--- src/source/csr_request_pkg.sv ---
// Route and address types of the outgoing read request

package csr_request_pkg;

    // Destination tag width
    parameter int ROUTE_WIDTH = 8;

    // Base and offset address width
    parameter int ADDR_WIDTH = 32;

    // ------------------------------
    // Request fields
    // ------------------------------

    // Copied unchanged from the run configuration
    typedef logic [ROUTE_WIDTH-1:0] route_t;

    // Base is the range start, offset is the shifted index
    typedef logic [ADDR_WIDTH-1:0] addr_t;

endpackage

--- src/source/csr_index_pkg.sv ---
// Index, stride and shift types for the CSR index generator
// Sequencer state encoding

package csr_index_pkg;

    // Vertex and edge index width
    parameter int INDEX_WIDTH = 32;

    typedef logic [INDEX_WIDTH-1:0] index_t;

    // Step between consecutive indices, must be nonzero
    typedef logic [15:0] stride_t;

    // Shift amount applied to the index for the address offset
    typedef logic [4:0] shift_amt_t;

    // ------------------------------
    // Sequencer states
    // ------------------------------
    typedef enum logic [2:0] {
        RESET,
        IDLE,
        LOAD,
        RUN,
        HOLD,
        DONE
    } gen_state_t;

endpackage
--- src/source/request_push_if.sv ---
// Push port from the sequencer into the request FIFO
`timescale 1ns/10ps

interface request_push_if;
    import csr_index_pkg::*;
    import csr_request_pkg::*;

    // Request written by the sequencer
    logic   push;
    index_t index;
    addr_t  base;
    addr_t  offset;
    route_t route;

    // Registered occupancy flag from the FIFO
    logic   above_thresh;

    modport sequencer (output push, index, base, offset, route, input above_thresh);

    modport fifo (input push, index, base, offset, route, output above_thresh);

endinterface

--- src/source/index_step_if.sv ---
// Load and step handshake between the sequencer and the stride counter
`timescale 1ns/10ps

interface index_step_if;
    import csr_index_pkg::*;

    // Driven by the sequencer
    logic    load;
    index_t  start;
    stride_t stride;
    index_t  limit;
    logic    step;

    // Driven by the counter
    index_t  count;
    logic    at_end;

    modport sequencer (output load, start, stride, limit, step, input count, at_end);

    modport counter (input load, start, stride, limit, step, output count, at_end);

endinterface

--- src/source/csr_index_generator.sv ---
// CSR edge-index generator top level
// Sequencer, stride counter and request FIFO on plain ports
`timescale 1ns/10ps

module csr_index_generator #(
    parameter int FIFO_DEPTH  = 16,
    parameter int PROG_THRESH = 8
) (
    input  logic                        ap_clk,
    input  logic                        areset_engine,
    // Run configuration
    input  logic                        cfg_valid,
    output logic                        cfg_ready,
    input  csr_index_pkg::index_t       cfg_index_start,
    input  csr_index_pkg::index_t       cfg_index_end,
    input  csr_index_pkg::stride_t      cfg_stride,
    input  logic                        cfg_shift_left,
    input  csr_index_pkg::shift_amt_t   cfg_shift_amount,
    input  csr_request_pkg::route_t     cfg_route,
    input  logic                        pause,
    // Request stream
    output logic                        req_valid,
    input  logic                        req_ready,
    output csr_index_pkg::index_t       req_index,
    output csr_request_pkg::addr_t      req_base,
    output csr_request_pkg::addr_t      req_offset,
    output csr_request_pkg::route_t     req_route,
    output logic                        done
);

    logic fifo_empty;

    index_step_if   step_if ();
    request_push_if push_if ();

    index_sequencer sequencer_i (
        .ap_clk           (ap_clk),
        .areset_engine    (areset_engine),
        .cfg_valid        (cfg_valid),
        .cfg_ready        (cfg_ready),
        .cfg_index_start  (cfg_index_start),
        .cfg_index_end    (cfg_index_end),
        .cfg_stride       (cfg_stride),
        .cfg_shift_left   (cfg_shift_left),
        .cfg_shift_amount (cfg_shift_amount),
        .cfg_route        (cfg_route),
        .pause            (pause),
        .fifo_empty       (fifo_empty),
        .done             (done),
        .step_if          (step_if.sequencer),
        .push_if          (push_if.sequencer)
    );

    index_stride_counter counter_i (
        .ap_clk        (ap_clk),
        .areset_engine (areset_engine),
        .step_if       (step_if.counter)
    );

    request_fifo #(
        .FIFO_DEPTH  (FIFO_DEPTH),
        .PROG_THRESH (PROG_THRESH)
    ) fifo_i (
        .ap_clk        (ap_clk),
        .areset_engine (areset_engine),
        .push_if       (push_if.fifo),
        .req_valid     (req_valid),
        .req_ready     (req_ready),
        .req_index     (req_index),
        .req_base      (req_base),
        .req_offset    (req_offset),
        .req_route     (req_route),
        .fifo_empty    (fifo_empty)
    );

endmodule

--- src/source/request_fifo.sv ---
// Synchronous request FIFO with registered threshold flag
// Valid/ready pop on the output side
`timescale 1ns/10ps

module request_fifo #(
    parameter int FIFO_DEPTH  = 16,
    parameter int PROG_THRESH = 8
) (
    input  logic                        ap_clk,
    input  logic                        areset_engine,
    request_push_if.fifo                push_if,
    output logic                        req_valid,
    input  logic                        req_ready,
    output csr_index_pkg::index_t       req_index,
    output csr_request_pkg::addr_t      req_base,
    output csr_request_pkg::addr_t      req_offset,
    output csr_request_pkg::route_t     req_route,
    output logic                        fifo_empty
);
    import csr_index_pkg::*;
    import csr_request_pkg::*;

    localparam int PTR_W   = $clog2(FIFO_DEPTH);
    localparam int ENTRY_W = $bits(index_t) + 2 * $bits(addr_t) + $bits(route_t);

    logic [ENTRY_W-1:0] mem [FIFO_DEPTH];
    logic [PTR_W-1:0]   wr_ptr;
    logic [PTR_W-1:0]   rd_ptr;
    logic [PTR_W:0]     count;
    logic [PTR_W:0]     count_next;
    logic               pop;

    assign pop = req_valid & req_ready;

    always_ff @(posedge ap_clk) begin
        if (push_if.push) begin
            mem[wr_ptr] <= {push_if.index, push_if.base, push_if.offset, push_if.route};
        end
    end

    always_comb begin
        unique case ({push_if.push, pop})
            2'b10:   count_next = count + 1'b1;
            2'b01:   count_next = count - 1'b1;
            default: count_next = count;
        endcase
    end

    // ------------------------------
    // Pointers and occupancy
    // ------------------------------
    always_ff @(posedge ap_clk) begin
        if (areset_engine) begin
            wr_ptr               <= '0;
            rd_ptr               <= '0;
            count                <= '0;
            push_if.above_thresh <= 1'b0;
        end else begin
            if (push_if.push) wr_ptr <= wr_ptr + 1'b1;
            if (pop) rd_ptr <= rd_ptr + 1'b1;
            count                <= count_next;
            push_if.above_thresh <= (count_next > PROG_THRESH);
        end
    end

    // Head entry read straight from storage
    assign {req_index, req_base, req_offset, req_route} = mem[rd_ptr];
    assign req_valid  = (count != '0);
    assign fifo_empty = (count == '0);

    // Sequencer throttling must leave room for the in-flight push
    assert property (@(posedge ap_clk) disable iff (areset_engine)
        push_if.push |-> count < FIFO_DEPTH);

    assert property (@(posedge ap_clk) disable iff (areset_engine)
        req_valid && !req_ready |=>
            req_valid && $stable({req_index, req_base, req_offset, req_route}));

endmodule

--- src/source/index_sequencer.sv ---
// Control FSM for the index generator
// Configuration register, request formation and status outputs
`timescale 1ns/10ps

module index_sequencer (
    input  logic                        ap_clk,
    input  logic                        areset_engine,
    input  logic                        cfg_valid,
    output logic                        cfg_ready,
    input  csr_index_pkg::index_t       cfg_index_start,
    input  csr_index_pkg::index_t       cfg_index_end,
    input  csr_index_pkg::stride_t      cfg_stride,
    input  logic                        cfg_shift_left,
    input  csr_index_pkg::shift_amt_t   cfg_shift_amount,
    input  csr_request_pkg::route_t     cfg_route,
    input  logic                        pause,
    input  logic                        fifo_empty,
    output logic                        done,
    index_step_if.sequencer             step_if,
    request_push_if.sequencer           push_if
);
    import csr_index_pkg::*;
    import csr_request_pkg::*;

    gen_state_t state;
    gen_state_t next_state;

    index_t     start_r;
    index_t     end_r;
    stride_t    stride_r;
    logic       shift_left_r;
    shift_amt_t shift_amt_r;
    route_t     route_r;

    logic       accept;
    logic       issue;
    addr_t      offset;

    // cfg_ready is only high while idle
    assign accept = cfg_valid & cfg_ready;

    always_ff @(posedge ap_clk) begin
        if (accept) begin
            start_r      <= cfg_index_start;
            end_r        <= cfg_index_end;
            stride_r     <= cfg_stride;
            shift_left_r <= cfg_shift_left;
            shift_amt_r  <= cfg_shift_amount;
            route_r      <= cfg_route;
        end
    end

    // ------------------------------
    // State machine
    // ------------------------------
    always_ff @(posedge ap_clk) begin
        if (areset_engine) begin
            state <= RESET;
        end else begin
            state <= next_state;
        end
    end

    always_comb begin
        next_state = state;
        unique case (state)
            RESET: next_state = IDLE;
            IDLE:  if (accept) next_state = LOAD;
            LOAD:  next_state = RUN;
            RUN: begin
                if (step_if.at_end) begin
                    next_state = DONE;
                end else if (push_if.above_thresh || pause) begin
                    next_state = HOLD;
                end
            end
            HOLD:  if (!push_if.above_thresh && !pause) next_state = RUN;
            DONE:  next_state = IDLE;
            default: next_state = RESET;
        endcase
    end

    // One index per cycle while running and unblocked
    assign issue = (state == RUN) & ~step_if.at_end & ~push_if.above_thresh & ~pause;

    assign step_if.load   = (state == LOAD);
    assign step_if.start  = start_r;
    assign step_if.limit  = end_r;
    assign step_if.stride = stride_r;
    assign step_if.step   = issue;

    // Address offset from the current count
    assign offset = shift_left_r ? (step_if.count << shift_amt_r)
                                 : (step_if.count >> shift_amt_r);

    // ------------------------------
    // Request and status registers
    // ------------------------------
    always_ff @(posedge ap_clk) begin
        push_if.index  <= step_if.count;
        push_if.base   <= start_r;
        push_if.offset <= offset;
        push_if.route  <= route_r;
    end

    always_ff @(posedge ap_clk) begin
        if (areset_engine) begin
            push_if.push <= 1'b0;
            cfg_ready    <= 1'b0;
            done         <= 1'b0;
        end else begin
            push_if.push <= issue;
            cfg_ready    <= (state == IDLE) & ~accept;
            // Run is over once idle with nothing left queued
            done         <= (state == IDLE) & ~accept & fifo_empty;
        end
    end

    // Every pushed index lies below the range end
    assert property (@(posedge ap_clk) disable iff (areset_engine)
        push_if.push |-> push_if.index < end_r);

endmodule

--- src/source/index_stride_counter.sv ---
// Loadable stride counter with end-of-range detection
`timescale 1ns/10ps

module index_stride_counter (
    input  logic            ap_clk,
    input  logic            areset_engine,
    index_step_if.counter   step_if
);
    import csr_index_pkg::*;

    stride_t                stride_r;
    index_t                 limit_r;
    logic                   wrapped;
    logic [INDEX_WIDTH:0]   sum;

    // Carry out of the add means the range end was passed
    assign sum = {1'b0, step_if.count} + stride_r;

    always_ff @(posedge ap_clk) begin
        if (areset_engine) begin
            step_if.count <= '0;
            limit_r       <= '0;
            wrapped       <= 1'b0;
        end else if (step_if.load) begin
            step_if.count <= step_if.start;
            limit_r       <= step_if.limit;
            wrapped       <= 1'b0;
        end else if (step_if.step) begin
            step_if.count <= sum[INDEX_WIDTH-1:0];
            wrapped       <= wrapped | sum[INDEX_WIDTH];
        end
    end

    always_ff @(posedge ap_clk) begin
        if (step_if.load) begin
            stride_r <= step_if.stride;
        end
    end

    assign step_if.at_end = wrapped | (step_if.count >= limit_r);

    // A zero stride from the configuration would never reach the end
    assert property (@(posedge ap_clk) disable iff (areset_engine)
        step_if.load |-> step_if.stride != '0);

endmodule

--- config.mk ---
export PLATFORM = sky130hd
export DESIGN_NAME = csr_index_generator
export DESIGN_NICKNAME = d
export VERILOG_FILES = /design/src/source/csr_request_pkg.sv /design/src/source/csr_index_pkg.sv /design/src/source/request_push_if.sv /design/src/source/index_step_if.sv /design/src/source/csr_index_generator.sv /design/src/source/request_fifo.sv /design/src/source/index_sequencer.sv /design/src/source/index_stride_counter.sv
export SDC_FILE = /design/constraint.sdc
export NUM_CORES = 2
export LEC_CHECK = 0
export BUFFER_PORTS_ARGS = -buffer_cell sky130_fd_sc_hd__buf_2
export CORE_MARGIN = 1
export CORE_UTILIZATION = 59
export DETAILED_ROUTE_END_ITERATION = 6
export PLACE_DENSITY = 0.76
export SLEW_MARGIN = 20
export SYNTH_ARGS = -nofsm -noshare
export SYNTH_HDL_FRONTEND = slang
export SYNTH_SLANG_ARGS = --single-unit
export TNS_END_PERCENT = 100
--- constraint.sdc ---
create_clock -name ap_clk -period 4.2 [get_ports ap_clk]
set_input_delay 0.21 -clock ap_clk [delete_from_list [all_inputs] [get_ports ap_clk]]
set_output_delay 0.21 -clock ap_clk [all_outputs]
set_load 0.02 [all_outputs]
==> metrics.md <==
| Metric | Value |
|---|---|
| Outcome | `complete, no violations` |
| Switch share | `19.81%` |
| DRT iter0 DRCs | `4874` |
| Top post-synthesis cells by area | `edfxtp_1 70%, mux4_2 17%, dfxtp_1 5.1%` |
| CP Class | `reg -> out` |
| Layout Nets | `4189` |
| CP max FO | `25` |
| Pins Over Slew Limit | `0` |
| Io pins | `206` |
| Clk buf depth | `3` |
| DR vias/cell | `6.635` |
| Startpoint Class | `flop` |
| DRC viols | `0` |
| Crit path time final | `3.666 ns` |
| # H-tree levels | `4` |
| Gr ovfl total | `0` |
| R2r worst-path depth | `9` |
| First-pass GRT wire length | `273900 um` |
| Post-Route Skew | `0.02635 ns` |
| Yosys reg bits | `1967` |
| Initial antenna violation count | `6` |
| # rows | `131` |
| Library cells used by synthesis | `76` |
| P per Cell Area | `449.7 nW/um^2` |
| Syn Area/Cell | `21.01 sq um` |
| Sequential area share after synthesis | `74.95%` |
| VDD IR max | `447.0 uV` |
| Pin count of the biggest net entering global routing | `105` |
| Critical Path RT | `3.99 ns` |
| Effective utilization at floorplan | `59.63%` |
| Via count | `38820` |
| Maxcap violations | `0` |
| Cell taking the most area after synthesis | `edfxtp_1` |
| Cell area after synthesis | `76230 sq um` |
| RSZ-0062 raised after global routing | `no` |
| Yosys warns | `0` |
| Min-delay src | `cfg_index_start[5]` |
| Routability Congestion | `0.9208` |
| Combinational power share | `1.7%` |
| Critical Path Sink Type | `primary output` |
| Worst hold slack | `0.1183 ns` |
| Worst slew pin tran | `1.088 ns` |
| F_max | `272.8 MHz` |
| Placeable Area | `127800 sq um` |
| HP Class | `in -> reg` |
| Post-synthesis cell count | `3629` |
| GRT Util Overall | `29.47%` |
| Most common cell after layout, fill and taps aside | `edfxtp_1` |
| Slew HR | `27.48%` |
| Final setup fails | `0` |
| Pleak | `0.02787 uW` |
| Most frequent cells in the layout | `1774 x edfxtp_1, 560 x mux4_2, 205 x buf_2, 191 x clkbuf_16, 189 x dfxtp_1` |
| Fin. Hold Viols | `0` |
| Number of flops mapped to enable cells by yosys | `1774` |
| Num CTS Buffers | `186` |
| Worst Path Arrival | `3.46 ns` |
| Vias in the first global route | `39540` |
| Post-synth top flop | `edfxtp_1` |
| Clock transition at the registers of the reported paths | `0.07 ns` |
| Sequential Power Share | `54.9%` |
| Synth top area share | `69.88%` |
| Per-cell routed wire length | `32.40 um` |
| Syn_nets | `3787` |
| Power Internal | `31370 uW` |
| Clk sink count | `1967` |
| TritonCTS clock tree | `yes` |
| Buffers on Ports | `205` |
| Detailed Route WL | `189500 um` |
| Detail Route Antenna Nets | `0` |
| Reg2reg start | `counter_i.step_if.count[2]` |
| Share of cells above drive strength 1 | `28.76%` |
| Crit Reg-Reg Endpoint | `counter_i.step_if.count[12]` |
| Synth async-reset ratio | `0%` |
| Final worst path period share | `87.28%` |
| Final setup TNS | `0 ns` |
| Die ar. | `130600 sq um` |
| Clock Latency Late Sink | `0.80 ns` |
| Die Wd | `361.4 um` |
| Root Buffer | `clkbuf_16` |
| Hold path depth | `2` |
| Post-DP HPWL | `101500 um` |
| Clock power share | `43.3%` |
| DRT Pass-1 Iters | `7` |
| Worst hold endpoint | `sequencer_i.step_if.start[5]` |
| Area Growth Syn to Fin | `14.11%` |
| Sw power | `7747 uW` |
| R2R setup slack | `0.83 ns` |
| Die Y | `361.4 um` |
-- logic make-up after synthesis --
kind of cell    count (synthesis)  share of synthesized area [%]
fa+ha+maj                      59                         0.9881
xor+xnor                       24                         0.2758
compound gates                269                          2.278
mux                           652                          17.77
flops                        1967                          74.95
simple gates                  410                          2.447
buf+inv                       248                          1.288
-- metal layers --
metal | share of wire (%) | wire [um] | vias to the layer above | track usage, %
li1 | - | - | 15830 | -
met1 | 38 | 72280 | 20370 | 41.20
met2 | 50 | 94090 | 2267 | 47.89
met3 | 8.8 | 16620 | 355 | 4.584
met4 | 3.4 | 6527 | 4 | 10.47
met5 | 0.015 | 28 | - | 0
-- synthesized netlist by cell type (all sizes together), types with 3 or more instances --
master / count
edfxtp: 1774
mux4: 560
dfxtp: 193
nand2: 139
nor2: 135
clkbuf: 132
a21oi: 82
mux2i: 81
buf: 67
o21ai: 67
ha: 57
inv: 47
and2: 21
nand3: 21
nor3: 20
nand2b: 19
o22ai: 19
or3: 16
xor2: 15
a211oi: 14
a311oi: 13
nand4: 12
a21boi: 11
a21o: 11
mux2: 11
o211ai: 11
xnor2: 9
and3: 8
o21a: 8
a31oi: 5
o211a: 4
nor2b: 3
nor4: 3
o31ai: 3
or2: 3
-- how the worst max path moves through the flow --
stage,from,end,cells after the start,slack [ns]
after floorplan,sequencer_i.push_if.push,fifo_i.mem[0][0],4,0.40
after global placement,counter_i.step_if.count[0],counter_i.step_if.count[12],11,1.08
after detailed placement,counter_i.step_if.count[21],counter_i.step_if.count[12],9,0.94
after CTS,flop,req_offset[14],4,0.44
after global routing,flop,req_index[7],4,0.40
final,flop,req_index[3],4,0.53
-- layout make-up --
class                           instances  area (sq um)
Sequential cell                      1967         57150
Tap cell                             1662          2079
Inverter                               49         183.9
Timing Repair Buffer                  413          3248
Fill cell                            7857         40860
Antenna cell                            2         5.005
Clock buffer                          258          5251
Multi-Input combinational cell       1414         18160
Clock inverter                         86         909.6
-- worst max-delay path, stage by stage (launching register included) --
cell     delay, ns
dfxtp_4       0.74
buf_4         0.56
mux4_2        0.63
mux4_2        0.50
buf_2         0.19
-- per-stage QoR --
step	setup slack [ns]	std cells	instance area, sq um	total power, uW	utilization (%)
6_report	0.5344	5851	86980	39110	68.04
5_1_grt	0.4043	5850	86980	40040	68.04
4_1_cts	0.4377	5848	86960	39270	68.02
3_5_place_dp	0.9380	5408	79840	22500	62.45
3_3_place_gp	1.079	5408	79840	22480	62.45
2_1_floorplan	0.3990	3629	76230	22200	-
-- power groups by stage --
stage / combinational, uW / sequential (uW) / clock, uW
floorplan: 392 / 21800 / 0
global placement: 594 / 21900 / 0
detailed placement: 595 / 21900 / 0
CTS: 671 / 21500 / 17100
global route: 730 / 21500 / 17800
finish: 682 / 21500 / 16900
-- registers in the layout, summed over array words and instances (netlist names), 3 cells and up, named ones only --
| signal | cells |
|---|---|
| fifo_i.mem | 1664 |
| counter_i.limit_r | 32 |
| counter_i.step_if.count | 32 |
| sequencer_i.push_if.base | 32 |
| sequencer_i.push_if.index | 32 |
| sequencer_i.push_if.offset | 32 |
| sequencer_i.step_if.limit | 32 |
| sequencer_i.step_if.start | 32 |
| counter_i.stride_r | 16 |
| sequencer_i.step_if.stride | 16 |
| sequencer_i.push_if.route | 8 |
| sequencer_i.route_r | 8 |
| fifo_i.count | 5 |
| sequencer_i.shift_amt_r | 5 |
| fifo_i.rd_ptr | 4 |
| fifo_i.wr_ptr | 4 |
| sequencer_i.state | 3 |
-- timing repair --
item	in CTS	in global routing
hold endpoints to repair	103	0
endpoints found under the setup margin	0	0
gates resized for setup	0	0
hold buffers	96	0
buffers inserted	0	0
(Power assumes the default switching activity.)
